File: src/logic/soc_pkg.sv
//--------------------------------------------------------------------------
// Shared definitions for the memory-mapped subsystem
// Address map, register offsets and widths
// Bus request/response structs, SRAM pin struct, address union
//--------------------------------------------------------------------------

package soc_pkg;

	// Bus widths
	localparam int BUS_DW    = 32;
	localparam int BUS_SEL_W = 4;

	// One bus address, seen as memory region or peripheral page
	typedef union packed {
		struct packed {
			logic [2:0]  region;
			logic [28:0] offset;
		} mem;
		struct packed {
			logic [14:0] page;
			logic [16:0] offset;
		} per;
	} bus_addr_u;

	typedef struct packed {
		logic                 stb;
		logic                 we;
		logic [BUS_SEL_W-1:0] sel;
		bus_addr_u            adr;
		logic [BUS_DW-1:0]    wdat;
	} bus_req_t;

	typedef struct packed {
		logic              ack;
		logic [BUS_DW-1:0] rdat;
	} bus_rsp_t;

	//----------------------------------------------------------------------
	// Address map
	//----------------------------------------------------------------------
	localparam logic [2:0]  REGION_SRAM = 3'h4;
	// Pages only count outside the SRAM region
	localparam logic [14:0] PAGE_BRAM   = 15'h0000;
	localparam logic [14:0] PAGE_TIMER  = 15'h7001;
	localparam logic [14:0] PAGE_GPIO   = 15'h7002;

	// Block RAM byte size as log2, 4 KB
	localparam int BRAM_ADR_W = 12;

	// External SRAM
	localparam int SRAM_ADR_W   = 23;
	localparam int SRAM_LATENCY = 5;
	localparam int SRAM_CNT_W   = $clog2(SRAM_LATENCY);
	localparam logic [SRAM_CNT_W-1:0] SRAM_CNT_LAST = SRAM_CNT_W'(SRAM_LATENCY - 1);

	typedef struct packed {
		logic [SRAM_ADR_W-1:0] adr;
		logic [15:0]           dq;
		logic                  dq_oe;
		logic [1:0]            be_n;
		logic                  ce_n;
		logic                  oe_n;
		logic                  we_n;
	} mem_pins_t;

	// Pins with no access running
	localparam mem_pins_t MEM_PINS_IDLE = '{adr: '0, dq: '0, dq_oe: 1'b0, be_n: 2'b11,
		ce_n: 1'b1, oe_n: 1'b1, we_n: 1'b1};

	//----------------------------------------------------------------------
	// Timer registers
	//----------------------------------------------------------------------
	localparam logic [3:0] TMR_CTRL    = 4'h0;
	localparam logic [3:0] TMR_COMPARE = 4'h4;
	localparam logic [3:0] TMR_COUNTER = 4'h8;

	// CTRL bits
	localparam int TMR_EN  = 0;
	localparam int TMR_AR  = 1;
	localparam int TMR_IE  = 2;
	localparam int TMR_EXP = 3;

	//----------------------------------------------------------------------
	// GPIO registers
	//----------------------------------------------------------------------
	localparam logic [3:0] GPIO_IN   = 4'h0;
	localparam logic [3:0] GPIO_OUT  = 4'h4;
	localparam logic [3:0] GPIO_MASK = 4'h8;
	localparam int GPIO_W = 8;

	// Interrupt vector positions
	localparam int IRQ_TIMER = 0;
	localparam int IRQ_GPIO  = 1;

endpackage

File: src/logic/soc_bus_decoder.sv
//--------------------------------------------------------------------------
// Bus decoder for one master and four slaves
// Address decode, strobe routing, response mux, unmapped answer
//--------------------------------------------------------------------------
`timescale 1ns/1ps

module soc_bus_decoder (
	input  logic              clk_i,
	input  logic              arst_n_i,
	input  soc_pkg::bus_req_t req_i,
	output soc_pkg::bus_rsp_t rsp_o,
	output soc_pkg::bus_req_t bram_req_o,
	output soc_pkg::bus_req_t sram_req_o,
	output soc_pkg::bus_req_t tmr_req_o,
	output soc_pkg::bus_req_t gpio_req_o,
	input  soc_pkg::bus_rsp_t bram_rsp_i,
	input  soc_pkg::bus_rsp_t sram_rsp_i,
	input  soc_pkg::bus_rsp_t tmr_rsp_i,
	input  soc_pkg::bus_rsp_t gpio_rsp_i
);
	import soc_pkg::*;

	logic hit_sram, hit_bram, hit_tmr, hit_gpio, hit_none;
	logic unm_stb;
	logic unm_ack_q;

	// SRAM region wins over any page match
	assign hit_sram = (req_i.adr.mem.region == REGION_SRAM);
	assign hit_bram = !hit_sram && (req_i.adr.per.page == PAGE_BRAM);
	assign hit_tmr  = !hit_sram && (req_i.adr.per.page == PAGE_TIMER);
	assign hit_gpio = !hit_sram && (req_i.adr.per.page == PAGE_GPIO);
	assign hit_none = !(hit_sram || hit_bram || hit_tmr || hit_gpio);
	assign unm_stb  = req_i.stb && hit_none;

	// Each slave sees the request, strobe only when addressed
	always_comb begin
		bram_req_o     = req_i;
		sram_req_o     = req_i;
		tmr_req_o      = req_i;
		gpio_req_o     = req_i;
		bram_req_o.stb = req_i.stb && hit_bram;
		sram_req_o.stb = req_i.stb && hit_sram;
		tmr_req_o.stb  = req_i.stb && hit_tmr;
		gpio_req_o.stb = req_i.stb && hit_gpio;
	end

	// Unmapped address gets a one-cycle ack, no repeat
	always_ff @(posedge clk_i or negedge arst_n_i) begin
		if (!arst_n_i) begin
			unm_ack_q <= 1'b0;
		end else begin
			unm_ack_q <= unm_stb && !unm_ack_q;
		end
	end

	// Response from the addressed slave
	always_comb begin
		if (hit_sram) begin
			rsp_o = sram_rsp_i;
		end else if (hit_bram) begin
			rsp_o = bram_rsp_i;
		end else if (hit_tmr) begin
			rsp_o = tmr_rsp_i;
		end else if (hit_gpio) begin
			rsp_o = gpio_rsp_i;
		end else begin
			rsp_o = '{ack: unm_ack_q, rdat: '0};
		end
	end

	// Only one target strobed per cycle, unmapped answer included
	one_target_a: assert property (@(posedge clk_i) disable iff (!arst_n_i)
		$onehot0({bram_req_o.stb, sram_req_o.stb, tmr_req_o.stb, gpio_req_o.stb, unm_stb}));

endmodule

File: config.mk
export PLATFORM = sky130hd
export DESIGN_NAME = soc_bus_decoder
export DESIGN_NICKNAME = d
export VERILOG_FILES = /design/src/logic/soc_pkg.sv /design/src/logic/soc_bus_decoder.sv
export SDC_FILE = /design/constraint.sdc
export NUM_CORES = 1
export LEC_CHECK = 0
export ABC_AREA = 0
export BUFFER_PORTS_ARGS = -buffer_cell sky130_fd_sc_hd__buf_2
export CAP_MARGIN = 0
export CORE_AREA = 2 2 201 203
export CTS_CLUSTER_SIZE = 25
export DETAILED_ROUTE_END_ITERATION = 12
export DIE_AREA = 0 0 203 205
export GPL_TIMING_DRIVEN = 0
export PLACE_DENSITY = 0.44
export SKIP_LAST_GASP = 1
export SLEW_MARGIN = 15
export SYNTH_ARGS = -nofsm -noshare
export SYNTH_HDL_FRONTEND = slang
export SYNTH_SLANG_ARGS = --single-unit
File: constraint.sdc
create_clock -name clk_i -period 6.9 [get_ports clk_i]
set_input_delay 1.38 -clock clk_i [delete_from_list [all_inputs] [get_ports clk_i]]
set_output_delay 1.38 -clock clk_i [all_outputs]
set_load 0.03 [all_outputs]
### Word level (Yosys, flattened, before mapping)

Cells that the tools add are included.

| word-level totals | value |
|---|---|
| flip-flop bits (word level) | 1 |
| output and inout port bits | 313 |
| word-level logic and storage cells | 24 |
| input port bits | 204 |

| operators by class | value |
|---|---|
| equal/unequal tests | 3 |
| reductions and logical operators | 16 |
| muxes and demuxes | 4 |

Operators with widths:

| cell | number |
|---|---|
| $mux W33 | 4 |
| $eq A15 B15 Y1 const B | 2 |
| $logic_not A15 Y1 | 1 |
| $logic_and A1 B1 Y1 | 9 |
| $eq A3 B3 Y1 const B | 1 |
| $logic_not A1 Y1 | 3 |
| $logic_or A1 B1 Y1 | 3 |

### Depth between registers and ports, before layout

| logic depth | value |
|---|---|
| depth in word-level cells | 9 |
| mapped depth | 6 |
| depth with buffers taken out | 4 |

### Least setup slack after synthesis

No wires, ideal clock.

| timing | value |
|---|---|
| path kind | in2out |
| from | input req_i[54] in the netlist's numbering |
| to | output rsp_o[32] in the netlist's numbering |
| setup slack | 2.109 ns |
| path buffers | 0 |
| stages on the path | 4 |
| arrival time | 3.411 ns |
| required time | 5.520 ns |
| path through | or4_4 > nor4_4 > a221oi_1 > o31ai_1 |

RTL lines:

| element | line | RTL |
|---|---|---|
| start, declared | soc_bus_decoder.sv:10 | `input soc_pkg::bus_req_t req_i,` |
| end, declared | soc_bus_decoder.sv:11 | `output soc_pkg::bus_rsp_t rsp_o,` |

==> flow_summary.yaml <==
layout:
  nNetsFinal: 1198
  reg_top3: "unm_ack_q: 1 flops"
  multi_input_area_mm2: 0.00135
  largest_register_ffs: 1
  syn_to_final_growth_pct: 79.6
  instances_no_fill: 1519
  layout-drive-gt1-share_pct: 78.4
  fillCellCount: 4573
  final_common_cell: "buf_2"
  regMostFlops: "unm_ack_q"
  final_cell_mix: "buf_2 (462), buf_4 (276), a21oi_1 (65)"
  seqCellArea_um2: 25.0
route:
  routed_via_density: 3.21
  drtAntennaViolNets: 0
  remaining_drc_errors: 0
  wl_per_cell_um: 13.9
  dr.pass1.iters: 4
  wirelength_um: 21100
  vias: 4880
  drt_iter0_drc: 103
setup_path:
  r2r_start: "unm_ack_q"
  criticalPathCategory: "in2out"
  reg2reg_slack_ns: 5.98
  cp.arrival_ns: 3.91
  rr_worst_depth: 2
  endpoint: "rsp_o[22]"
  crit_start: "req_i[63]"
  required_ns: 5.52
  worstSetupStartpointType: "input port"
  cp_max_fo: 10
  cp-end-kind: "output port"
  rr_endpoint: "unm_ack_q"
pwr:
  irDropWorstVdd_mv: 0.0315
  power_density_mw_per_mm2: 74.9
  power_leakage_uw: 0.00368
timing:
  tightest_slew_ns: 1.08
  timing.final.setup_violations: 0
  min_period_ns: 5.29
  max_slew_margin_pct: 27.9
  finalMaxSlewViolations: 0
  skew_ns: 0
  period_share_pct: 76.7
  hold_viol: 0
  finalWorstSetupSlack_ns: 1.61
  tns_ns: 0
  rsz0062_at_grt: "false"
  max_freq_mhz: 189
clock_network:
  ctsResizeCount: 0
  clk_pin_slew_ns: 0
  post_cts_buffers: 0
  ctsHoldBuffers: 0
  clk_latency_ns: 0
global_routing:
  grt_max_degree: 11
  antenna_found_initial: 5
  grtUsageTotal_pct: 8.97
  grt_pass1_vias: 4587
  grt_pass1_wl_um: 28400
  grt_overflow: 0
placed_design:
  io_buffers: 462
  dp_hpwl_um: 18300
  dp.cells: 1517
  globalplace.congestion: 0.779
  dp_slack_ns: 1.46
logic_synthesis:
  synth.cell_area_mm2: 0.00374
  syn_avg_cell_area_um2: 7.05
  ys_types: 30
  ys_seq_elements: 1
  syn_nets: 734
  yosysWarnings: 0
  synthesis.instances: 530
  yosysSeqAreaShare_pct: 0.670
floorplan:
  rows: 73
  initial_utilization_pct: 9.49
  die_y_um: 205
  die_w_um: 203
  core-area_mm2: 0.0394
  dieArea_mm2: 0.0416
  ios: 517
outcome:
  status: "finished clean"
worst_hold_path:
  whs_path_depth: 2
  hold_path_class: "reg2reg"
job:
  maxCapViolations: 0
[Yosys cell counts (all sizes together)]
cell    instances  area (um2)
and3            1        6.26
o32ai          32         490
dfrtp           1        25.0
and2            3        18.8
o21ai          32         160
or4b            1        10.0
o41a            1        11.3
o21a            1        7.51
inv            33         124
a32oi           1        8.76
or3             3        18.8
or3b            1        8.76
o31ai           1        7.51
nor3           35         186
a221oi          1        8.76
buf           285        2160
clkbuf         22        82.6
nand3           1        5.00
a21oi          65         325
nor2            4        15.0
or4             2        22.5
nor4            2        27.5
nand2           2        7.51
[final cells by class]
| class | count | share of cell area, % |
|---|---|---|
| Timing Repair Buffer | 462 | 34.5 |
| Tap cell | 525 | 9.79 |
| Antenna cell | 2 | 0.0746 |
| Buffer | 307 | 33.4 |
| Multi-Input combinational cell | 189 | 20.1 |
| Inverter | 33 | 1.85 |
| Sequential cell | 1 | 0.373 |
[worst min-delay path by stage]
stage	from	end	slack, ns
2_1_floorplan	unm_ack_q	unm_ack_q	0.48
3_3_place_gp	unm_ack_q	unm_ack_q	0.51
3_5_place_dp	unm_ack_q	unm_ack_q	0.52
4_1_cts	unm_ack_q	unm_ack_q	0.52
5_1_grt	unm_ack_q	unm_ack_q	0.55
6_report	unm_ack_q	unm_ack_q	0.51
[stage by stage]
| step | instance area [um2] | util (%) | power, uW | hold WS (ns) |
|---|---|---|---|---|
| final | 6710 | 17.0 | 503 | 0.510 |
| after CTS | 6710 | 17.0 | 509 | 0.515 |
| after floorplan | 3740 | - | 357 | 0.483 |
| after detailed placement | 6710 | 17.0 | 508 | 0.517 |
| after global routing | 6710 | 17.0 | 530 | 0.551 |
| after global placement | 6710 | 17.0 | 508 | 0.513 |
[critical path, cell delays in order]
cell     delay (ns)
buf_2          0.18
nand3_1        0.53
nor4_4         0.89
buf_6          0.27
a21oi_1        0.09
a21oi_1        0.29
buf_2          0.25
[cell families after synthesis]
kind of cell           share of synthesized area, %
buffers and inverters                          63.3
AO/OA/AOI/OAI                                  27.3
flip-flops                                    0.670
AND/OR/NAND/NOR                                8.74
[where the power goes]
group          internal, uW  switching [uW]
Combinational           204             292
Clock             0.0000387               0
Sequential             6.43           0.221
[per-layer routing]
metal	up-vias	wire [um]	track usage, %
met5	-	37	0
met2	240	11300	17.8
li1	2437	-	-
met3	20	1630	1.54
met4	6	289	1.12
met1	2177	7830	10.1
Power figures use the tool's default switching activity.
