$ cat src/logic/soc_pkg.sv
//--------------------------------------------------------------------------
// Shared definitions for the memory-mapped subsystem
// Address map, register offsets and widths
// Bus request/response structs, SRAM pin struct, address union
//--------------------------------------------------------------------------

package soc_pkg;

	// Bus widths
	localparam int BUS_DW    = 32;
	localparam int BUS_SEL_W = 4;

	// One bus address, seen as memory region or peripheral page
	typedef union packed {
		struct packed {
			logic [2:0]  region;
			logic [28:0] offset;
		} mem;
		struct packed {
			logic [14:0] page;
			logic [16:0] offset;
		} per;
	} bus_addr_u;

	typedef struct packed {
		logic                 stb;
		logic                 we;
		logic [BUS_SEL_W-1:0] sel;
		bus_addr_u            adr;
		logic [BUS_DW-1:0]    wdat;
	} bus_req_t;

	typedef struct packed {
		logic              ack;
		logic [BUS_DW-1:0] rdat;
	} bus_rsp_t;

	//----------------------------------------------------------------------
	// Address map
	//----------------------------------------------------------------------
	localparam logic [2:0]  REGION_SRAM = 3'h4;
	// Pages only count outside the SRAM region
	localparam logic [14:0] PAGE_BRAM   = 15'h0000;
	localparam logic [14:0] PAGE_TIMER  = 15'h7001;
	localparam logic [14:0] PAGE_GPIO   = 15'h7002;

	// Block RAM byte size as log2, 4 KB
	localparam int BRAM_ADR_W = 12;

	// External SRAM
	localparam int SRAM_ADR_W   = 23;
	localparam int SRAM_LATENCY = 5;
	localparam int SRAM_CNT_W   = $clog2(SRAM_LATENCY);
	localparam logic [SRAM_CNT_W-1:0] SRAM_CNT_LAST = SRAM_CNT_W'(SRAM_LATENCY - 1);

	typedef struct packed {
		logic [SRAM_ADR_W-1:0] adr;
		logic [15:0]           dq;
		logic                  dq_oe;
		logic [1:0]            be_n;
		logic                  ce_n;
		logic                  oe_n;
		logic                  we_n;
	} mem_pins_t;

	// Pins with no access running
	localparam mem_pins_t MEM_PINS_IDLE = '{adr: '0, dq: '0, dq_oe: 1'b0, be_n: 2'b11,
		ce_n: 1'b1, oe_n: 1'b1, we_n: 1'b1};

	//----------------------------------------------------------------------
	// Timer registers
	//----------------------------------------------------------------------
	localparam logic [3:0] TMR_CTRL    = 4'h0;
	localparam logic [3:0] TMR_COMPARE = 4'h4;
	localparam logic [3:0] TMR_COUNTER = 4'h8;

	// CTRL bits
	localparam int TMR_EN  = 0;
	localparam int TMR_AR  = 1;
	localparam int TMR_IE  = 2;
	localparam int TMR_EXP = 3;

	//----------------------------------------------------------------------
	// GPIO registers
	//----------------------------------------------------------------------
	localparam logic [3:0] GPIO_IN   = 4'h0;
	localparam logic [3:0] GPIO_OUT  = 4'h4;
	localparam logic [3:0] GPIO_MASK = 4'h8;
	localparam int GPIO_W = 8;

	// Interrupt vector positions
	localparam int IRQ_TIMER = 0;
	localparam int IRQ_GPIO  = 1;

endpackage

$ cat src/logic/soc_gpio.sv
//--------------------------------------------------------------------------
// GPIO block
// Output register, 2-flop input synchronizer, masked level interrupt
//--------------------------------------------------------------------------
`timescale 1ns/1ps

module soc_gpio (
	input  logic                       clk_i,
	input  logic                       arst_n_i,
	input  soc_pkg::bus_req_t          req_i,
	output soc_pkg::bus_rsp_t          rsp_o,
	input  logic [soc_pkg::GPIO_W-1:0] gpio_i,
	output logic [soc_pkg::GPIO_W-1:0] gpio_o,
	output logic                       irq_o
);
	import soc_pkg::*;

	logic [GPIO_W-1:0] meta_q;
	logic [GPIO_W-1:0] sync_q;
	logic [GPIO_W-1:0] out_q;
	logic [GPIO_W-1:0] mask_q;
	logic [BUS_DW-1:0] rdat_q;
	logic [3:0]        off;
	logic              ack_q;

	assign off = req_i.adr.per.offset[3:0];

	always_ff @(posedge clk_i or negedge arst_n_i) begin
		if (!arst_n_i) begin
			meta_q <= '0;
			sync_q <= '0;
			out_q  <= '0;
			mask_q <= '0;
			ack_q  <= 1'b0;
		end else begin
			// Buttons are asynchronous
			meta_q <= gpio_i;
			sync_q <= meta_q;
			ack_q  <= req_i.stb && !ack_q;
			if (req_i.stb && req_i.we && !ack_q) begin
				if (off == GPIO_OUT) begin
					out_q <= req_i.wdat[GPIO_W-1:0];
				end
				if (off == GPIO_MASK) begin
					mask_q <= req_i.wdat[GPIO_W-1:0];
				end
			end
		end
	end

	always_ff @(posedge clk_i) begin
		if (req_i.stb && !ack_q) begin
			case (off)
				GPIO_IN:   rdat_q <= BUS_DW'(sync_q);
				GPIO_OUT:  rdat_q <= BUS_DW'(out_q);
				GPIO_MASK: rdat_q <= BUS_DW'(mask_q);
				default:   rdat_q <= '0;
			endcase
		end
	end

	assign rsp_o  = '{ack: ack_q, rdat: rdat_q};
	assign gpio_o = out_q;
	// Level interrupt, any enabled input high
	assign irq_o  = |(sync_q & mask_q);

endmodule

$ cat config.mk
export PLATFORM = sky130hd
export DESIGN_NAME = soc_gpio
export DESIGN_NICKNAME = d
export VERILOG_FILES = /design/src/logic/soc_pkg.sv /design/src/logic/soc_gpio.sv
export SDC_FILE = /design/constraint.sdc
export NUM_CORES = 1
export LEC_CHECK = 0
export ABC_AREA = 1
export CORE_UTILIZATION = 65
export CTS_BUF_LIST = sky130_fd_sc_hd__clkbuf_8
export CTS_CLUSTER_SIZE = 40
export DETAILED_ROUTE_END_ITERATION = 7
export DONT_BUFFER_PORTS = 1
export PLACE_DENSITY = 0.81
export SETUP_SLACK_MARGIN = 0.4
export SYNTH_ARGS = -nofsm -noshare
export SYNTH_HDL_FRONTEND = slang
export SYNTH_SLANG_ARGS = --single-unit
export TNS_END_PERCENT = 10
$ cat constraint.sdc
create_clock -name clk_i -period 1.5 [get_ports clk_i]
set_input_delay 0.3 -clock clk_i [delete_from_list [all_inputs] [get_ports clk_i]]
set_output_delay 0.3 -clock clk_i [all_outputs]
set_load 0.01 [all_outputs]
* Word level (Yosys, flattened, before mapping) *
Cells that the tools add are included.

storage, ports and cells
  logic and storage cells = 18
  register bits = 65

cells by class
  reduce and logical (&&, ||, !) cells = 8
  equality and inequality tests = 2
  muxes and demuxes = 1
  bitwise operators = 1

operators by type and width
  cell                                           count
  one-hot mux 8 bit (3 select lines)             1
  bitwise AND 8 bit                              1
  OR reduction 8 bit                             1
  == test 4 x 3 -> 1 bit, second input constant  1
  == test 4 bit, second input constant           1
  zero test 4 bit                                1
  AND reduction 2 bit                            2
  logical AND 1 bit                              3
  zero test 1 bit                                1

* Depth between registers and ports, before layout *
  word-level depth = 3
  gate-level depth with buffers = 6
  mapped depth without buffers = 5

* Worst setup path after synthesis *
No wires, ideal clock.

  path type = reg-to-reg
  start point = register ack_q
  end point = register rdat_q[0], enable pin
  cell stages (with the launch flop) = 2
  slack = 305 ps
  arrival time = 821 ps
  path buffers = 0
  setup time = 373 ps
  cell sequence = dfrtp_1 -> nor2_1

between the ends
  word-level cells in the longest chain between the ends = 2

ends and longest elaborated chain
  element                   line            source
  start: declaration        soc_gpio.sv:24  logic ack_q;
  start signal: assignment  soc_gpio.sv:39  ack_q <= req_i.stb && !ack_q;
  zero test 1 bit           soc_gpio.sv:52  if (req_i.stb && !ack_q) begin
  logical AND 1 bit         soc_gpio.sv:52
  end signal: assignment    soc_gpio.sv:54  GPIO_IN: rdat_q <= BUS_DW'(sync_q);
  end signal: assignment    soc_gpio.sv:55  GPIO_OUT: rdat_q <= BUS_DW'(out_q);
  end signal: assignment    soc_gpio.sv:56  GPIO_MASK: rdat_q <= BUS_DW'(mask_q);
  end: declaration          soc_gpio.sv:22  logic [BUS_DW-1:0] rdat_q;

No other way between the ends.
A chain may end at the register's enable or synchronous reset.

* Worst setup path in the final report *
  start point = register mask_q[0]
  end point = output irq_o

between the ends
  word-level cells in the longest chain between the ends = 2

ends and longest elaborated chain
  element                   line            source
  start: declaration        soc_gpio.sv:21  logic [GPIO_W-1:0] mask_q;
  start signal: assignment  soc_gpio.sv:45  mask_q <= req_i.wdat[GPIO_W-1:0];
  bitwise AND 8 bit         soc_gpio.sv:65  assign irq_o = |(sync_q & mask_q);
  OR reduction 8 bit        soc_gpio.sv:65
  end: declaration          soc_gpio.sv:14  output logic irq_o

No other way between the ends.

==> impl_metrics.py <==
metrics = {
    "global_route": {
        "grt_pass1_vias": 1139,
        "grt_max_degree": 34,
        "antenna_found_initial": 0,
        "overflow": 0,
        "grtUsageTotal_pct": 26.1,
        "grt_pass1_wl_um": 5160,
        "use_met3_pct": 12.5,
        "busiest_layer": "met2",
        "globalRouteMet1Util_pct": 32.3,
        "use_met2_pct": 38.8,
    },
    "routing": {
        "wl_um": 3360,
        "routed-via-count": 1268,
        "drc": 0,
        "antenna_left": 0,
        "firstDrtPassIters": 4,
        "wl_per_cell_um": 15.0,
        "drtIter0Drc": 48,
        "via_per_inst": 5.69,
    },
    "cts": {
        "numCtsBuffers": 5,
        "root_buffer": "clkbuf_8",
        "htreeDepth": 2,
        "cts_sinks": 41,
        "cts_tree": "done",
        "clkLatencyLatePin_ps": 300,
        "ctsLongestPathBuffers": 2,
        "path_clk_slew_ps": 70,
    },
    "min_path": {
        "hold_depth": 0,
        "min_path_type": "input port to flop",
        "holdPathEnd": "meta_q[1]",
        "min_from": "gpio_i[1]",
    },
    "die": {
        "die_y_um": 54.8,
        "rows": 18,
        "coreArea_um2": 2540,
        "fp.dieArea_um2": 3000,
        "num_io_pins": 122,
        "initial_utilization_pct": 71.2,
        "dieWidth_um": 54.8,
    },
    "sta": {
        "slew_viol_final": 0,
        "fin_tns_setup_ps": 0,
        "min_period_over_period_pct": 89.8,
        "fin_worst_skew_ps": 9.44,
        "rsz0062_at_grt": "yes",
        "finalSetupViolations": 0,
        "setup_ws_ps": 152,
        "hold_violations": 0,
        "min_period_ps": 1350,
        "timing.fmax_ghz": 0.742,
    },
    "status": {
        "outcome": "complete, no violations",
    },
    "cells_and_area": {
        "fin_nets": 273,
        "finish.utilization_pct": 75.1,
        "drive_above_1_share_pct": 15.5,
        "antenna_cells": 0,
        "syn_to_final_growth_pct": 5.52,
    },
    "setup_path": {
        "regToRegSetupSlack_ps": 330,
        "crit_fanout": 2,
        "r2r-end": "mask_q[0]",
        "start_kind": "flop",
        "rr_worst_depth": 4,
        "crit_start": "mask_q[0]",
        "crit_required_ps": 1200,
        "arrival_ps": 1050,
        "regToRegStartpoint": "ack_q",
        "crit_type": "flop to primary output",
        "critical_path.endpoint_type": "primary output",
    },
    "logic_synthesis": {
        "ys_types": 16,
        "yosysWarnings": 0,
        "synth_area_per_cell_um2": 9.90,
        "ys_seq_area_share_pct": 58.8,
        "synth-seq-cells": 41,
        "netlist_instances": 183,
        "netlist_area_um2": 1810,
    },
    "power": {
        "peakVddDrop_v": 0.00106,
        "leakagePower_uw": 0.000942,
        "fin_total_pwr_uw": 2310,
        "powerDensity_nw_per_um2": 1210,
    },
    "placement": {
        "post-place-ws_ps": 294,
        "gp_congestion": 0.882,
        "hpwl_um": 2310,
        "port_buffers": 0,
    },
    "job": {
        "cap_violations": 0,
    },
}
## state kept, by name, summed over array words and instances (netlist names)
register and cells:
ack_q 1, sync_q 8, mask_q 8, meta_q 8, gpio_o 8, rdat_q 8
## per-layer routing
metal,vias up,part of all wire (%)
met1,610,41
li1,564,-
met4,0,1.1
met2,88,47
met5,-,0
met3,6,11
## through the flow
step           hold WS, ps  area [µm²]  instances
2_1_floorplan         4.41        1900        206
3_3_place_gp          5.01        1750        211
3_5_place_dp          4.85        1750        211
4_1_cts               24.4        1870        221
5_1_grt               15.0        1910        223
6_report              34.7        1910        223
## where the power goes
part	switching [µW]	total, µW	internal [µW]
logic	174	262	88.1
clock network	338	695	357
registers	106	1350	1250
total	618	2310	1690
## area by class of cell
cell class	count	area, µm²
Clock buffer	6	82.6
Clock inverter	1	3.75
Fill cell	173	633
Inverter	5	23.8
Multi-Input combinational cell	132	618
Sequential cell	41	1070
Tap cell	30	37.5
Timing Repair Buffer	8	78.8
## how the worst max path moves through the flow
stage	endpoint	slack, ps	cells past startpoint
floorplan	rdat_q[0]	450	1
global placement	rdat_q[4]	350	1
detailed placement	rdat_q[6]	290	1
CTS	irq_o	140	4
global route	irq_o	100	4
finish	irq_o	150	4
## logic make-up (layout without fill, tap and decap cells)
group	Yosys count	in the layout	share of synthesized area, %
buffers and inverters	33	20	13.2
other	1	24	0.207
DFF	41	41	58.8
and+or+nand+nor	108	108	27.8
## cells in the final DEF, fill, tap and decap left out, types with 3 or more instances in the layout
cell type  Yosys  routed
dfrtp_1       33      32
inv_1          3       4
nor2_4         3       4
conb_1         1      24
nand4_1        8       8
nand2_1       63      61
buf_4         25       5
nand3_1       23      23
nor2_2         1       3
nand2_2        2       4
clkbuf_8       0       6
edfxtp_1       8       8
## cells in the mapped netlist (all sizes together)
| cell | count | share of area (%) |
|---|---|---|
| nand3 | 26 | 8.0 |
| buf | 28 | 12 |
| nand2 | 65 | 14 |
| nand4 | 8 | 2.8 |
| conb | 1 | 0.21 |
| nor2 | 9 | 3.2 |
| edfxtp | 8 | 13 |
| inv | 5 | 1.3 |
| dfrtp | 33 | 46 |
## worst max-delay path: stages, from the launching register on
cell and delay (ps):
dfrtp_1 400, nand2_1 90, nand2_1 60, nor2_2 120, nand2_2 90
## timing repair
item | CTS | global route
endpoints found under the setup margin | 25 | 26
endpoints found under the hold margin | 33 | 0
setup buffers | 1 | 2
hold buffers | 2 | 0
resized for setup | 1 | 7
pin swaps | 1 | 5
Note: power is estimated with default switching activity, not from simulation.
