`src/logic/soc_pkg.sv`:
```
//--------------------------------------------------------------------------
// Shared definitions for the memory-mapped subsystem
// Address map, register offsets and widths
// Bus request/response structs, SRAM pin struct, address union
//--------------------------------------------------------------------------

package soc_pkg;

	// Bus widths
	localparam int BUS_DW    = 32;
	localparam int BUS_SEL_W = 4;

	// One bus address, seen as memory region or peripheral page
	typedef union packed {
		struct packed {
			logic [2:0]  region;
			logic [28:0] offset;
		} mem;
		struct packed {
			logic [14:0] page;
			logic [16:0] offset;
		} per;
	} bus_addr_u;

	typedef struct packed {
		logic                 stb;
		logic                 we;
		logic [BUS_SEL_W-1:0] sel;
		bus_addr_u            adr;
		logic [BUS_DW-1:0]    wdat;
	} bus_req_t;

	typedef struct packed {
		logic              ack;
		logic [BUS_DW-1:0] rdat;
	} bus_rsp_t;

	//----------------------------------------------------------------------
	// Address map
	//----------------------------------------------------------------------
	localparam logic [2:0]  REGION_SRAM = 3'h4;
	// Pages only count outside the SRAM region
	localparam logic [14:0] PAGE_BRAM   = 15'h0000;
	localparam logic [14:0] PAGE_TIMER  = 15'h7001;
	localparam logic [14:0] PAGE_GPIO   = 15'h7002;

	// Block RAM byte size as log2, 4 KB
	localparam int BRAM_ADR_W = 12;

	// External SRAM
	localparam int SRAM_ADR_W   = 23;
	localparam int SRAM_LATENCY = 5;
	localparam int SRAM_CNT_W   = $clog2(SRAM_LATENCY);
	localparam logic [SRAM_CNT_W-1:0] SRAM_CNT_LAST = SRAM_CNT_W'(SRAM_LATENCY - 1);

	typedef struct packed {
		logic [SRAM_ADR_W-1:0] adr;
		logic [15:0]           dq;
		logic                  dq_oe;
		logic [1:0]            be_n;
		logic                  ce_n;
		logic                  oe_n;
		logic                  we_n;
	} mem_pins_t;

	// Pins with no access running
	localparam mem_pins_t MEM_PINS_IDLE = '{adr: '0, dq: '0, dq_oe: 1'b0, be_n: 2'b11,
		ce_n: 1'b1, oe_n: 1'b1, we_n: 1'b1};

	//----------------------------------------------------------------------
	// Timer registers
	//----------------------------------------------------------------------
	localparam logic [3:0] TMR_CTRL    = 4'h0;
	localparam logic [3:0] TMR_COMPARE = 4'h4;
	localparam logic [3:0] TMR_COUNTER = 4'h8;

	// CTRL bits
	localparam int TMR_EN  = 0;
	localparam int TMR_AR  = 1;
	localparam int TMR_IE  = 2;
	localparam int TMR_EXP = 3;

	//----------------------------------------------------------------------
	// GPIO registers
	//----------------------------------------------------------------------
	localparam logic [3:0] GPIO_IN   = 4'h0;
	localparam logic [3:0] GPIO_OUT  = 4'h4;
	localparam logic [3:0] GPIO_MASK = 4'h8;
	localparam int GPIO_W = 8;

	// Interrupt vector positions
	localparam int IRQ_TIMER = 0;
	localparam int IRQ_GPIO  = 1;

endpackage

```
`src/logic/soc_timer.sv`:
```
//--------------------------------------------------------------------------
// One-channel compare timer
// CTRL, COMPARE and COUNTER registers, autoreload, interrupt
//--------------------------------------------------------------------------
`timescale 1ns/1ps

module soc_timer (
	input  logic              clk_i,
	input  logic              arst_n_i,
	input  soc_pkg::bus_req_t req_i,
	output soc_pkg::bus_rsp_t rsp_o,
	output logic              irq_o
);
	import soc_pkg::*;

	logic [3:0]        ctrl_q;
	logic [BUS_DW-1:0] compare_q;
	logic [BUS_DW-1:0] counter_q;
	logic [BUS_DW-1:0] rdat_q;
	logic [3:0]        off;
	logic              ack_q;
	logic              wr;
	logic              hit;

	assign off = req_i.adr.per.offset[3:0];
	// Single write per request
	assign wr  = req_i.stb && req_i.we && !ack_q;
	assign hit = ctrl_q[TMR_EN] && (counter_q == compare_q);

	always_ff @(posedge clk_i or negedge arst_n_i) begin
		if (!arst_n_i) begin
			ack_q     <= 1'b0;
			ctrl_q    <= '0;
			compare_q <= '0;
			counter_q <= '0;
		end else begin
			ack_q <= req_i.stb && !ack_q;
			// Bus write beats counting
			if (wr && off == TMR_COUNTER) begin
				counter_q <= req_i.wdat;
			end else if (hit) begin
				counter_q <= '0;
			end else if (ctrl_q[TMR_EN]) begin
				counter_q <= counter_q + 1'b1;
			end
			if (wr && off == TMR_COMPARE) begin
				compare_q <= req_i.wdat;
			end
			if (wr && off == TMR_CTRL) begin
				ctrl_q[TMR_EN] <= req_i.wdat[TMR_EN];
				ctrl_q[TMR_AR] <= req_i.wdat[TMR_AR];
				ctrl_q[TMR_IE] <= req_i.wdat[TMR_IE];
			end else if (hit && !ctrl_q[TMR_AR]) begin
				// One-shot stops at expiry
				ctrl_q[TMR_EN] <= 1'b0;
			end
			// Expiry wins over a clear in the same cycle
			if (hit) begin
				ctrl_q[TMR_EXP] <= 1'b1;
			end else if (wr && off == TMR_CTRL && req_i.wdat[TMR_EXP]) begin
				ctrl_q[TMR_EXP] <= 1'b0;
			end
		end
	end

	// Read mux
	always_ff @(posedge clk_i) begin
		if (req_i.stb && !ack_q) begin
			case (off)
				TMR_CTRL:    rdat_q <= BUS_DW'(ctrl_q);
				TMR_COMPARE: rdat_q <= compare_q;
				TMR_COUNTER: rdat_q <= counter_q;
				default:     rdat_q <= '0;
			endcase
		end
	end

	assign rsp_o = '{ack: ack_q, rdat: rdat_q};
	assign irq_o = ctrl_q[TMR_EXP] && ctrl_q[TMR_IE];

endmodule

```
`config.mk`:
```
export PLATFORM = sky130hd
export DESIGN_NAME = soc_timer
export DESIGN_NICKNAME = d
export VERILOG_FILES = /design/src/logic/soc_pkg.sv /design/src/logic/soc_timer.sv
export SDC_FILE = /design/constraint.sdc
export NUM_CORES = 1
export LEC_CHECK = 0
export ABC_AREA = 1
export BUFFER_PORTS_ARGS = -buffer_cell sky130_fd_sc_hd__buf_4
export CORE_AREA = 2 2 179 146
export DETAILED_ROUTE_END_ITERATION = 7
export DIE_AREA = 0 0 181 148
export PLACE_DENSITY = 0.38
export SLEW_MARGIN = 20
export SYNTH_ARGS = -nofsm -noshare
export SYNTH_HDL_FRONTEND = slang
export SYNTH_SLANG_ARGS = --single-unit
export TNS_END_PERCENT = 1
```
`constraint.sdc`:
```
create_clock -name clk_i -period 7.9 [get_ports clk_i]
set_input_delay 1.58 -clock clk_i [delete_from_list [all_inputs] [get_ports clk_i]]
set_output_delay 1.58 -clock clk_i [all_outputs]
set_load 0.05 [all_outputs]
```
* After elaboration in Yosys (flattened, before gate mapping)
Index checks and enable logic that the tools add are counted.
** Storage, ports and cells
- Register bits :: 101
- Output and inout bits :: 34
- Bits of input ports :: 72
** Cells by class
- Reductions and logical operators :: 16
- Mux-type cells :: 8
- Equality and inequality tests :: 3
- Add/sub/neg operators :: 1
** Operators with widths (number)
- $mux W32 :: 3
- $pmux W32 S3 :: 1
- $add A32 B1 Y32 const B :: 1
- $eq A32 B32 Y1 :: 1
- $logic_and A1 B1 Y1 :: 10
- $eq A4 B3 Y1 const B :: 1
- $eq A4 B4 Y1 const B :: 1
- $logic_not A4 Y1 :: 1
- $mux W1 :: 4
- $reduce_bool A2 Y1 :: 2
- $reduce_bool A3 Y1 :: 1
- $logic_not A1 Y1 :: 2

* Logic depth before layout (Yosys ltp)
- Word-level depth :: 6
- Mapped depth :: 13

* Least setup slack after synthesis
OpenSTA, ideal clock, no wires.
- Kind :: input-to-reg
- Start point :: input req_i[69] (netlist name)
- End point :: register counter_q[13]
- Setup slack :: 3828 ps
- Cell stages on the path :: 10
- Data required time :: 7783 ps
- Arrival :: 3955 ps
- Cells stage by stage :: inv_1 nor2_1 nand2_1 inv_2 nand3_1 nand2_1 buf_2 o22ai_1 inv_2 nand2_1
** On the way
- Cells in the longest elaborated chain, start to end :: 4
- Elaborated cells on any way between the ends :: 5
** RTL lines
- start: declaration :: line soc_timer.sv:10 : input soc_pkg::bus_req_t req_i,
- $logic_and A1 B1 Y1 (*) (2 in a row) :: line soc_timer.sv:27 : assign wr = req_i.stb && req_i.we && !ack_q;
- $logic_and A1 B1 Y1 (*) :: line soc_timer.sv:39 : if (wr && off == TMR_COUNTER) begin
- $reduce_bool A3 Y1 (no line) or $mux W32 (tied branches)
- end signal: assignment :: line soc_timer.sv:40 : counter_q <= req_i.wdat;
- end signal: assignment :: line soc_timer.sv:44 : counter_q <= counter_q + 1'b1;
- end: declaration :: line soc_timer.sv:18 : logic [BUS_DW-1:0] counter_q;
Every way passes the cells marked *; elsewhere a longest branch is shown, timed or not.
A chain may end at the register's enable or synchronous reset.

* Final worst setup path
- Start point :: input req_i[69] (netlist name)
- End point :: register counter_q[15]
The elaborated chain is that of the path after synthesis.

==> flow_metrics.env <==
export IMPL_detailroute_via_count=5337
export IMPL_drt_drc_violations_left=0
export IMPL_synth_cell_types=35
export IMPL_place_detailed_hpwl_mm=14.20
export IMPL_min_path_type="reg -> reg"
export IMPL_rr_startpoint="ack_q"
export IMPL_fin_util=0.2927
export IMPL_fin_tns_setup_ps=0
export IMPL_maxSlewViolCount=0
export IMPL_critical_path_endpoint_type="flop"
export IMPL_portBuffers=73
export IMPL_drv_max_cap_violation_count=0
export IMPL_cp_cell_sequence="buf_4, inv_1, nor2_4, buf_4, nand2_1, inv_2, nand3_1, buf_4, nand2_1, buf_4, o22ai_1, inv_1, nand2_1"
export IMPL_die_y_um=148
export IMPL_worst_slew_pin_transition_ps=924.2
export IMPL_timing_fmax_mhz=258.7
export IMPL_irDropWorstVdd_mv=0.09313
export IMPL_arrival_ps=4110
export IMPL_pre_cts_slack_ps=3663
export IMPL_track_usage=0.1544
export IMPL_power_density_cell_area_nw_per_um2=270.5
export IMPL_final_nets=967
export IMPL_clock_sink_count=101
export IMPL_finalHoldViolations=0
export IMPL_fin_area_um2=7313
export IMPL_drt_pre_antenna_iters=6
export IMPL_std_cell_rows=52
export IMPL_cp_common_cell="sky130_fd_sc_hd__buf_4"
export IMPL_global_route_wire_length_before_repair_mm=31.37
export IMPL_die_area_um2=26790
export IMPL_layout_min_cycle_time_ps=3865
export IMPL_numCtsBuffers=9
export IMPL_asyncSetResetFlopFracSynth=0.6832
export IMPL_path_delay_family="buffers and inverters"
export IMPL_fin_total_pwr_mw=1.978
export IMPL_drt_wl_cell_um=16.35
export IMPL_areaGrowthSynthToFinish_pct=18.42
export IMPL_rsz0062_at_grt="no"
export IMPL_cts_max_path_buffers=2
export IMPL_number_of_nets_with_antenna_violations_after_routing=0
export IMPL_ys_seq_elements=101
export IMPL_n_antenna_cell=0
export IMPL_crit_type="in -> reg"
export IMPL_globalplace_congestion=0.8170
export IMPL_finalHoldWorstSlack_ps=524.1
export IMPL_synth_edff_count=32
export IMPL_worst_ep_required_time_ps=8150
export IMPL_worst_hold_startpoint="compare_q[6]"
export IMPL_dp_cells=1207
export IMPL_netlist_top_cell_by_area="sky130_fd_sc_hd__dfrtp_1"
export IMPL_netlist_area_before_placement_um2=6176
export IMPL_final_setup_viol_count=0
export IMPL_clock_tree_from_tritoncts="built"
export IMPL_synth_top_cell_area_share=0.2796
export IMPL_final_setup_skew_ps=11.04
export IMPL_dpl_cell_area_um2=7017
export IMPL_synth_top_cells_by_count="241 x sky130_fd_sc_hd__nand2_1, 132 x sky130_fd_sc_hd__inv_1, 69 x sky130_fd_sc_hd__dfrtp_1, 56 x sky130_fd_sc_hd__nor2_1, 56 x sky130_fd_sc_hd__o22ai_1"
export IMPL_gr_usage_met3=0.02759
export IMPL_use_met1=0.2370
export IMPL_synth_nets=908
export IMPL_drive_gt1_frac=0.1813
export IMPL_initial_cell_density_of_the_core=0.2472
export IMPL_synth_warning_count=0
export IMPL_synthCells=835
export IMPL_clock_tree_root_cell="sky130_fd_sc_hd__clkbuf_16"
export IMPL_buffers_inserted_by_post_cts_timing_repair=0
export IMPL_wl_mm=19.99
export IMPL_grt_busiest_layer="met1"
export IMPL_clkLatencyLatePin_ps=360
export IMPL_via_count_of_the_first_global_routing_pass=5267
export IMPL_result_of_the_run="finished, final reports clean"
export IMPL_worst_slew_margin_rel=0.3839
export IMPL_ctsHtreeMaxLevel=3
export IMPL_grtUsageMet2=0.2235
export IMPL_die_w_um=181
export IMPL_leakage_nw=3.501
export IMPL_slowest_stage="sky130_fd_sc_hd__buf_4"
export IMPL_cp_start_kind="primary input"
export IMPL_post_cts_resize_count=0
export IMPL_vias_per_cell=4.364
export IMPL_timing_final_crit_share=0.4893
export IMPL_stdcell_count=1223
export IMPL_dr_first_iter_drc_count=361
export IMPL_netlist_top_cells_area="sky130_fd_sc_hd__dfrtp_1 28%, sky130_fd_sc_hd__edfxtp_1 16%, sky130_fd_sc_hd__nand2_1 15%"
export IMPL_clk_transition_reported_paths_ps=80
export IMPL_ys_dominant_reg_cell="sky130_fd_sc_hd__dfrtp_1"
export IMPL_timing_critical_path_fanout_max=41
export IMPL_synth_seq_area_share=0.4352
export IMPL_critPathBufInv=7
export IMPL_final_setup_worst_slack_ps=4035
export IMPL_ctsHoldBuffers=0
export IMPL_pin_count=106
export IMPL_grt_start_max_net_pins=70
export IMPL_antenna_found_initial=0
export IMPL_critical_path_max_stage_delay_ps=490
export IMPL_synth_area_per_cell_um2=7.396
export IMPL_setup_worst_path_start="req_i[69]"
export IMPL_total_global_routing_overflow=0
export IMPL_core_area_um2=24980
export IMPL_post_synth_top_count_cell="sky130_fd_sc_hd__nand2_1"
cells in the final DEF (no fill, tap or decap), types with 9 or more instances in the layout:
cell type and n:
sky130_fd_sc_hd__nand3_1 46, sky130_fd_sc_hd__clkbuf_16 9, sky130_fd_sc_hd__dfrtp_1 69, sky130_fd_sc_hd__nor2_1 55, sky130_fd_sc_hd__o22ai_1 56, sky130_fd_sc_hd__inv_1 132, sky130_fd_sc_hd__nand2_1 240, sky130_fd_sc_hd__a21oi_1 11
sky130_fd_sc_hd__nand4_1 11, sky130_fd_sc_hd__buf_4 77, sky130_fd_sc_hd__edfxtp_1 32, sky130_fd_sc_hd__o21ai_1 32, sky130_fd_sc_hd__xor2_1 23, sky130_fd_sc_hd__inv_2 33, sky130_fd_sc_hd__nor2_4 11, sky130_fd_sc_hd__o21ai_0 9
sky130_fd_sc_hd__nand3_2 11
area by class of cell:
type	instances	area, um^2
timing repair buffer	78	589.3
inverter	167	626.9
sequential	101	2688
clock buffer	11	232.7
clock inverter	5	60.06
tap	324	405.4
multi-input combinational	537	2711
fill	2776	17670
tightest hold or removal path, delay by kind of cell (launching register included):
kind,cells,cell delay [ps]
flops,1,370
compound gates,1,60
simple gates,1,60
path summary, 6_finish.rpt:
| path | end | slack, ps | depth (start not counted) |
|---|---|---|---|
| setup / recovery | counter_q[15] | 4030 | 13 |
| hold / removal | compare_q[6] | 520 | 2 |
| setup reg to reg | counter_q[15] | 4930 | 11 |
| hold reg to reg | compare_q[6] | 520 | 2 |
| max in group asynchronous | compare_q[14] | 6150 | 1 |
| min in group asynchronous | compare_q[26] | 1250 | 1 |
power by group:
group	internal (mW)	leakage (nW)	switching, mW
logic	0.250	2.13	0.469
clock network	0.248	0.140	0.218
registers	0.647	1.23	0.146
metal layers:
| layer | wire, um | part of all wire |
|---|---|---|
| met5 | 0 | 0 |
| met4 | 164 | 0.0082 |
| met3 | 806 | 0.040 |
| met2 | 8216 | 0.41 |
| met1 | 10800 | 0.54 |
kinds of logic after synthesis:
| logic type | count (synthesis) | synth area share |
|---|---|---|
| buffers and inverters | 197 | 0.1288 |
| xor gates and xnor gates | 28 | 0.03971 |
| DFF | 101 | 0.4352 |
| adders and majority gates | 1 | 0.002026 |
| AOI/OAI and AO/OA | 113 | 0.1066 |
| and+or+nand+nor | 395 | 0.2877 |
flip-flops by register name, summed over array words and instances (netlist names):
signal and cells:
counter_q 32, ctrl_q 4, compare_q 32, ack_q 1
rdat_q 32
No activity file was read; power rests on OpenSTA's default activity.
