File: config.mk
export PLATFORM = sky130hd
export DESIGN_NAME = soc_sram16_ctrl
export DESIGN_NICKNAME = d
export VERILOG_FILES = /design/src/logic/soc_pkg.sv /design/src/logic/soc_sram16_ctrl.sv
export SDC_FILE = /design/constraint.sdc
export NUM_CORES = 1
export LEC_CHECK = 0
export ABC_AREA = 1
export BUFFER_PORTS_ARGS = -buffer_cell sky130_fd_sc_hd__buf_2
export CAP_MARGIN = 20
export CORE_UTILIZATION = 42
export CTS_BUF_LIST = sky130_fd_sc_hd__clkbuf_16
export DETAILED_ROUTE_END_ITERATION = 10
export GPL_TIMING_DRIVEN = 0
export PLACE_DENSITY = 0.76
export SYNTH_ARGS = -nofsm -noshare
export SYNTH_HDL_FRONTEND = slang
export SYNTH_SLANG_ARGS = --single-unit
File: constraint.sdc
create_clock -name clk_i -period 1.9 [get_ports clk_i]
set_clock_uncertainty 0.1 [all_clocks]
set_input_delay 0.19 -clock clk_i [delete_from_list [all_inputs] [get_ports clk_i]]
set_output_delay 0.19 -clock clk_i [all_outputs]
set_load 0.01 [all_outputs]
File: src/logic/soc_pkg.sv
//--------------------------------------------------------------------------
// Shared definitions for the memory-mapped subsystem
// Address map, register offsets and widths
// Bus request/response structs, SRAM pin struct, address union
//--------------------------------------------------------------------------

package soc_pkg;

	// Bus widths
	localparam int BUS_DW    = 32;
	localparam int BUS_SEL_W = 4;

	// One bus address, seen as memory region or peripheral page
	typedef union packed {
		struct packed {
			logic [2:0]  region;
			logic [28:0] offset;
		} mem;
		struct packed {
			logic [14:0] page;
			logic [16:0] offset;
		} per;
	} bus_addr_u;

	typedef struct packed {
		logic                 stb;
		logic                 we;
		logic [BUS_SEL_W-1:0] sel;
		bus_addr_u            adr;
		logic [BUS_DW-1:0]    wdat;
	} bus_req_t;

	typedef struct packed {
		logic              ack;
		logic [BUS_DW-1:0] rdat;
	} bus_rsp_t;

	//----------------------------------------------------------------------
	// Address map
	//----------------------------------------------------------------------
	localparam logic [2:0]  REGION_SRAM = 3'h4;
	// Pages only count outside the SRAM region
	localparam logic [14:0] PAGE_BRAM   = 15'h0000;
	localparam logic [14:0] PAGE_TIMER  = 15'h7001;
	localparam logic [14:0] PAGE_GPIO   = 15'h7002;

	// Block RAM byte size as log2, 4 KB
	localparam int BRAM_ADR_W = 12;

	// External SRAM
	localparam int SRAM_ADR_W   = 23;
	localparam int SRAM_LATENCY = 5;
	localparam int SRAM_CNT_W   = $clog2(SRAM_LATENCY);
	localparam logic [SRAM_CNT_W-1:0] SRAM_CNT_LAST = SRAM_CNT_W'(SRAM_LATENCY - 1);

	typedef struct packed {
		logic [SRAM_ADR_W-1:0] adr;
		logic [15:0]           dq;
		logic                  dq_oe;
		logic [1:0]            be_n;
		logic                  ce_n;
		logic                  oe_n;
		logic                  we_n;
	} mem_pins_t;

	// Pins with no access running
	localparam mem_pins_t MEM_PINS_IDLE = '{adr: '0, dq: '0, dq_oe: 1'b0, be_n: 2'b11,
		ce_n: 1'b1, oe_n: 1'b1, we_n: 1'b1};

	//----------------------------------------------------------------------
	// Timer registers
	//----------------------------------------------------------------------
	localparam logic [3:0] TMR_CTRL    = 4'h0;
	localparam logic [3:0] TMR_COMPARE = 4'h4;
	localparam logic [3:0] TMR_COUNTER = 4'h8;

	// CTRL bits
	localparam int TMR_EN  = 0;
	localparam int TMR_AR  = 1;
	localparam int TMR_IE  = 2;
	localparam int TMR_EXP = 3;

	//----------------------------------------------------------------------
	// GPIO registers
	//----------------------------------------------------------------------
	localparam logic [3:0] GPIO_IN   = 4'h0;
	localparam logic [3:0] GPIO_OUT  = 4'h4;
	localparam logic [3:0] GPIO_MASK = 4'h8;
	localparam int GPIO_W = 8;

	// Interrupt vector positions
	localparam int IRQ_TIMER = 0;
	localparam int IRQ_GPIO  = 1;

endpackage

File: src/logic/soc_sram16_ctrl.sv
//--------------------------------------------------------------------------
// External 16-bit SRAM controller
// Two timed halfword cycles per 32-bit access, low half first
//--------------------------------------------------------------------------
`timescale 1ns/1ps

module soc_sram16_ctrl (
	input  logic               clk_i,
	input  logic               arst_n_i,
	input  soc_pkg::bus_req_t  req_i,
	output soc_pkg::bus_rsp_t  rsp_o,
	input  logic [15:0]        mem_dq_i,
	output soc_pkg::mem_pins_t mem_o
);
	import soc_pkg::*;

	logic                  busy_q;
	logic                  half_q;
	logic [SRAM_CNT_W-1:0] cnt_q;
	logic                  ack_q;
	mem_pins_t             mem_q;
	logic [BUS_DW-1:0]     rdat_q;

	// Pin values for one halfword access
	function automatic mem_pins_t half_pins(input bus_req_t req, input logic hi);
		mem_pins_t p;
		logic [1:0] sel2;
		logic       skip;
		sel2    = hi ? req.sel[3:2] : req.sel[1:0];
		// No byte of this half selected
		skip    = ~|sel2;
		p.adr   = {req.adr.mem.offset[SRAM_ADR_W:2], hi};
		p.dq    = hi ? req.wdat[31:16] : req.wdat[15:0];
		p.dq_oe = req.we && !skip;
		p.be_n  = ~sel2;
		p.ce_n  = skip;
		p.oe_n  = req.we || skip;
		p.we_n  = !req.we || skip;
		return p;
	endfunction

	//----------------------------------------------------------------------
	// Access sequencer
	//----------------------------------------------------------------------
	always_ff @(posedge clk_i or negedge arst_n_i) begin
		if (!arst_n_i) begin
			busy_q <= 1'b0;
			half_q <= 1'b0;
			cnt_q  <= '0;
			ack_q  <= 1'b0;
			mem_q  <= MEM_PINS_IDLE;
		end else begin
			ack_q <= 1'b0;
			if (!busy_q) begin
				// New request, ack of the last one already gone
				if (req_i.stb && !ack_q) begin
					busy_q <= 1'b1;
					half_q <= 1'b0;
					cnt_q  <= SRAM_CNT_LAST;
					mem_q  <= half_pins(req_i, 1'b0);
				end
			end else if (cnt_q != '0) begin
				cnt_q <= cnt_q - 1'b1;
			end else if (!half_q) begin
				// Low half done, on to the high half
				half_q <= 1'b1;
				cnt_q  <= SRAM_CNT_LAST;
				mem_q  <= half_pins(req_i, 1'b1);
			end else begin
				busy_q <= 1'b0;
				ack_q  <= 1'b1;
				mem_q  <= MEM_PINS_IDLE;
			end
		end
	end

	// Read data sampled at the end of each access time
	always_ff @(posedge clk_i) begin
		if (busy_q && cnt_q == '0) begin
			if (half_q) begin
				rdat_q[31:16] <= mem_q.oe_n ? 16'h0000 : mem_dq_i;
			end else begin
				rdat_q[15:0] <= mem_q.oe_n ? 16'h0000 : mem_dq_i;
			end
		end
	end

	assign mem_o = mem_q;
	assign rsp_o = '{ack: ack_q, rdat: rdat_q};

	// No bus fight on the data pins
	dq_no_fight_a: assert property (@(posedge clk_i) disable iff (!arst_n_i)
		!(mem_o.dq_oe && !mem_o.oe_n));

endmodule

Word level (Yosys, flattened, before mapping)

Cells that the tools add are included.

Input bits: 88
Output and inout bits: 78
Word-level logic and storage cells: 59
Bits in registers: 83

Equality and inequality tests: 2
Bitwise logic cells: 3
Reduce and logical (&&, ||, !) cells: 21
$add $sub $neg: 1
Mux-type cells: 19

Operator list:

| kind                                                               | number |
|---|---|
| 45-bit 2-to-1 mux                                                  | 4 |
| 16-bit 2-to-1 mux                                                  | 1 |
| 3-bit 2-to-1 mux                                                   | 4 |
| 1-bit 2-to-1 mux                                                   | 10 |
| 2-bit AND reduction                                                | 4 |
| 1-bit logical AND                                                  | 4 |
| 1-bit zero test                                                    | 4 |
| 1-bit logical OR                                                   | 4 |
| 2-bit inverter                                                     | 2 |
| 2-bit OR reduction                                                 | 2 |
| 3-bit zero test                                                    | 1 |
| 3-bit by 2-bit != test with 1-bit output, second input constant    | 1 |
| 3-bit nonzero test                                                 | 1 |
| 3-bit by 1-bit subtractor with 3-bit output, second input constant | 1 |
| 2-bit != test, second input constant                               | 1 |
| 2-bit nonzero test                                                 | 1 |
| 1-bit inverter                                                     | 1 |

Logic depth before layout (Yosys ltp)

Depth after elaboration: 6
Mapped depth: 8
Mapped depth without buffers: 7

Worst setup path after synthesis

Ideal clock, no wire load.

Kind: register to register
Start point: reg half_q
End point: reg rdat_q[0] (enable)
Setup time: 388 ps
Path buffers: 1
Slack: 31 ps
Required time: 1412 ps
Clock period less this slack: 1869 ps
Stages on the path, launching flop included: 5
Data arrival time: 1381 ps
Path through: dfrtp_1 inv_1 buf_2 nand2_1 nor2_1

Word-level cells in the longest chain between the ends: 2

Ends and longest elaborated chain:

| item                                 | line                  | RTL |
|---|---|---|
| start, declared                      | soc_sram16_ctrl.sv:18 | `logic half_q;` |
| start signal, assigned               | soc_sram16_ctrl.sv:48 | `half_q <= 1'b0;` |
| start signal, assigned               | soc_sram16_ctrl.sv:58 | `half_q <= 1'b0;` |
| start signal, assigned               | soc_sram16_ctrl.sv:66 | `half_q <= 1'b1;` |
| 1-bit inverter (no source line)      | -                     |  |
| 2-bit AND reduction (no source line) | -                     |  |
| end signal, assigned                 | soc_sram16_ctrl.sv:83 | `rdat_q[15:0] <= mem_q.oe_n ? 16'h0000 : mem_dq_i;` |
| end, declared                        | soc_sram16_ctrl.sv:22 | `logic [BUS_DW-1:0] rdat_q;` |

Every way passes these cells.
A chain may end at the register's enable or synchronous reset.

Worst setup path after layout

Start point: reg busy_q
End point: reg rdat_q[27] (enable)

Word-level cells in the longest chain between the ends: 2

Ends and longest elaborated chain:

| item                                 | line                  | RTL |
|---|---|---|
| start, declared                      | soc_sram16_ctrl.sv:17 | `logic busy_q;` |
| start signal, assigned               | soc_sram16_ctrl.sv:47 | `busy_q <= 1'b0;` |
| start signal, assigned               | soc_sram16_ctrl.sv:57 | `busy_q <= 1'b1;` |
| start signal, assigned               | soc_sram16_ctrl.sv:70 | `busy_q <= 1'b0;` |
| 1-bit logical AND                    | soc_sram16_ctrl.sv:79 | `if (busy_q && cnt_q == '0) begin` |
| 2-bit AND reduction (no source line) | -                     |  |
| end signal, assigned                 | soc_sram16_ctrl.sv:81 | `rdat_q[31:16] <= mem_q.oe_n ? 16'h0000 : mem_dq_i;` |

Every way passes these cells.

==> impl_summary.md <==
STA
Timing would allow up to 0.5645 GHz. The max-slew violation count is 0. Setup slack closes at 0.1285 ns. Setup violations remaining at the end of the flow were counted as 0. The pin slew with the least headroom to its limit is 0.4241 ns. The tightest hold path in the finished design has a slack of 0.004395 ns.

After layout, the worst path uses 93.24% of the clock period. Setup repair after global routing left no endpoint under its margin. The number of hold-slack violations in the final timing report is 0. Headroom to the max-slew limit came out at 71.70%. After layout, the minimum clock period comes to 1.772 ns.

Power
Registers are responsible for 36.1% of the overall power. Across the VDD grid, the largest voltage drop is 707.5 uV. The power dissipated by switching net loads is 3.038 mW. The design draws 7.799 mW. The internal portion of total power is 4.761 mW. Combinational logic is responsible for 44.3% of the overall power. Net switching is 38.96% of the power. The clock power share is 19.6%. Power spread over the standard cell area amounts to 1590 nW/um^2. The analysis attributes to cell leakage a power of 2.698 nW.

Worst setup path
The critical path capture point type is a flip-flop. The cell depth of the worst flop-to-flop path is 5. The largest driver fanout on the critical path is 16. Data arrives at the worst endpoint at 1.64 ns.

The slowest stage of the critical path belongs to the cell clkinvlp_4. The worst setup path is launched from a flip-flop. The start point of the critical path is busy_q$_DFF_PN0_.

The startpoint identified for the worst register-to-register timing path is busy_q$_DFF_PN0_. The setup slack of the worst register-to-register path is 0.13 ns. Traced cell by cell, the critical path runs through buf_6, nand2_1, inv_1, nand2_1, clkinvlp_4.

The critical setup path kind is flip-flop to flip-flop. On the worst path, the slowest cell contributes a delay of 0.38 ns. The cell with the most instances on the worst path is nand2_1.

The required time of the critical path is 1.77 ns.

Global routing
Global routing finished with a remaining overflow of 0. The pin count of the biggest net entering global routing is 52. The number of antenna violations at the first check in global routing came to 0. The all-layer global routing usage is 20.06%. The first global-routing pass estimated 13450 um of wire. The via count of the first global-routing pass is 2898.

Floorplanning
The die is 93.66 um tall. The starting density of the core is 43.16%. The placeable core area is 8175 um^2. After floorplanning, the core was divided into 33 placement rows.

The overall die area is 8771 um^2. For this design the top-level I/O count stands at 166. The die is 93.66 um wide.

Placement
The routability-driven placement congestion ratio is 0.7798. After legalization and detailed placement, the total HPWL measured 6001 um. Summing all placed instances gives a cell area of 4447 um^2.

At the placement stage, the worst setup path has a slack of -0.07940 ns. During placement, the flow inserted port buffers numbering 155.

Worst hold path
The worst hold path was traced through 3 stages. In this run the most critical hold path is launched from req_i[39]. The class of the tightest hold or removal check is primary input to flip-flop.

Routing
The average wire length per cell after detail routing is 12.77 um. The initial detailed-routing violation count is 111. The first detailed-routing pass ran for 9 iterations. Using the TritonRoute via totals, the vias-per-cell ratio works out to 4.650.

The post-detailed-routing wire length is 8468 um. Across all layers, the routed design uses 3083 vias. In the routed design, unresolved DRC markers number 2.

The remaining antenna violation count is 0.

Layout
In the final design database the tool counted 641 nets. The total non-filler cell area in the finished layout is 4906 um^2. The share of cells above drive strength 1 is 36.56%. The repair_antennas step left the layout with diodes totalling 0. The library cells used most frequently in the layout, excluding fill and tap cells, are buf_2, nand2_1, dfrtp_1. The leading cell type in the layout, fill and taps excluded is buf_2.

The signed area change from the synthesized netlist to the final layout is 39.04%.

Clocking
The H-tree level count is 3. The CTS tree is yes. The TritonCTS buffer count is 9. The latest clock arrival within the worst-skew pair is 0.32 ns. After clock tree synthesis, the clock-pin slew on the worst setup and hold paths is 0.06 ns. The number of sinks driven by the clock tree is 83. Counting along the longest clock path gives a buffer depth of 2.

The clock root buffer is clkbuf_16. Post-CTS timing repair inserted 0 buffers for setup.

Logic synthesis
The post-synth net total is 456. The synthesized cell area is 3528 um^2. The number of distinct library cell variants in the gate-level netlist after synthesis is 21. The mean cell area of the mapped netlist is 9.588 um^2. The fraction of the yosys area taken by sequential cells is 63.58%. The number of warnings issued by yosys is 0. The synthesized flop and latch total is 83. Synthesis produced a netlist whose cell count is 368.

Flow run
Max-cap violations in this run came to 0.

Run status
The final reports fail on design-rule violations. The run finished, with violations left.
-- timing repair --
action / CTS / global route
hold buffers: 16 / 1
gates resized for setup: 1 / 1
setup endpoints to repair: 10 / 16
endpoints found under the hold margin: 16 / 30
-- power by group through the flow --
stage / clock network, mW / logic (mW) / registers (mW)
final: 1.52 / 3.46 / 2.82
after global routing: 1.62 / 3.88 / 2.87
after CTS: 1.55 / 3.46 / 2.82
after detailed placement: 0 / 3.43 / 2.83
after global placement: 0 / 3.32 / 2.83
after floorplan: 0 / 2.03 / 3.08
-- critical path, delay by kind of cell (launching register included) --
| family | cells | cell delay, ns |
|---|---|---|
| flops | 1 | 0.37 |
| buf+inv | 3 | 0.57 |
| simple gates | 2 | 0.37 |
-- layer usage --
layer / vias to the layer above / track usage [%] / routed length (um)
met5: - / 0 / 0
met4: 0 / 9.231 / 180
met3: 16 / 4.450 / 470
met2: 131 / 32.97 / 4112
met1: 1410 / 25.31 / 3703
li1: 1526 / - / -
-- Yosys cell counts --
library cell  count  area [um^2]
dfrtp_1          46         1151
edfxtp_1         32        960.9
dfstp_2           5        131.4
buf_6             7        78.83
a21o_2            1        8.760
o21ai_0           7        35.03
nor2_1           19        71.32
or2_2             1        6.260
buf_4             2        15.01
inv_2             1        3.750
nand2_4           2        22.52
nand2_1         153        574.3
clkbuf_1          2        7.510
nor2_4            1        11.26
nand3_2           2        20.02
nand2_2           2        12.51
nand3_1          45        225.2
buf_8             3        45.04
buf_2             6        30.03
a21oi_1           1        5.000
inv_1            30        112.6
-- cell type report --
| class | instances | area (um^2) |
|---|---|---|
| Sequential cell | 83 | 2243 |
| Fill cell | 720 | 3269 |
| Inverter | 31 | 120.1 |
| Clock buffer | 9 | 225.2 |
| Buffer | 20 | 176.4 |
| Timing Repair Buffer | 174 | 977.2 |
| Clock inverter | 7 | 37.54 |
| Tap cell | 105 | 131.4 |
| Multi-Input combinational cell | 234 | 994.7 |
-- registers in the layout, indices dropped and copies added, names as in the netlist --
register and flops:
ack_q 1, busy_q 1, half_q 1, rdat_q 32, mem_o 45, cnt_q 3
-- through the flow --
stage          setup TNS, ns  utilization, %  std cells
2_1_floorplan              0               -        368
3_5_place_dp         -0.7904           54.39        629
6_report                   0           60.01        663
3_3_place_gp          -7.054           54.25        628
5_1_grt                    0           60.01        663
4_1_cts                    0           59.60        661
-- logic make-up after synthesis --
kind of cell           share of synthesized area [%]
buffers and inverters                          8.298
AND/OR/NAND/NOR                                26.74
AO/OA/AOI/OAI                                  1.383
flip-flops                                     63.58
-- worst paths after layout --
kind,to
setup / recovery,rdat_q[27]$_DFFE_PP_
hold / removal,mem_o[28]$_DFFE_PN0P_
setup reg to reg,rdat_q[27]$_DFFE_PP_
hold reg to reg,mem_o[12]$_DFFE_PN0P_
max in group asynchronous,mem_o[0]$_DFFE_PN1P_
min in group asynchronous,mem_o[33]$_DFFE_PN0P_
(Power assumes the default switching activity.)
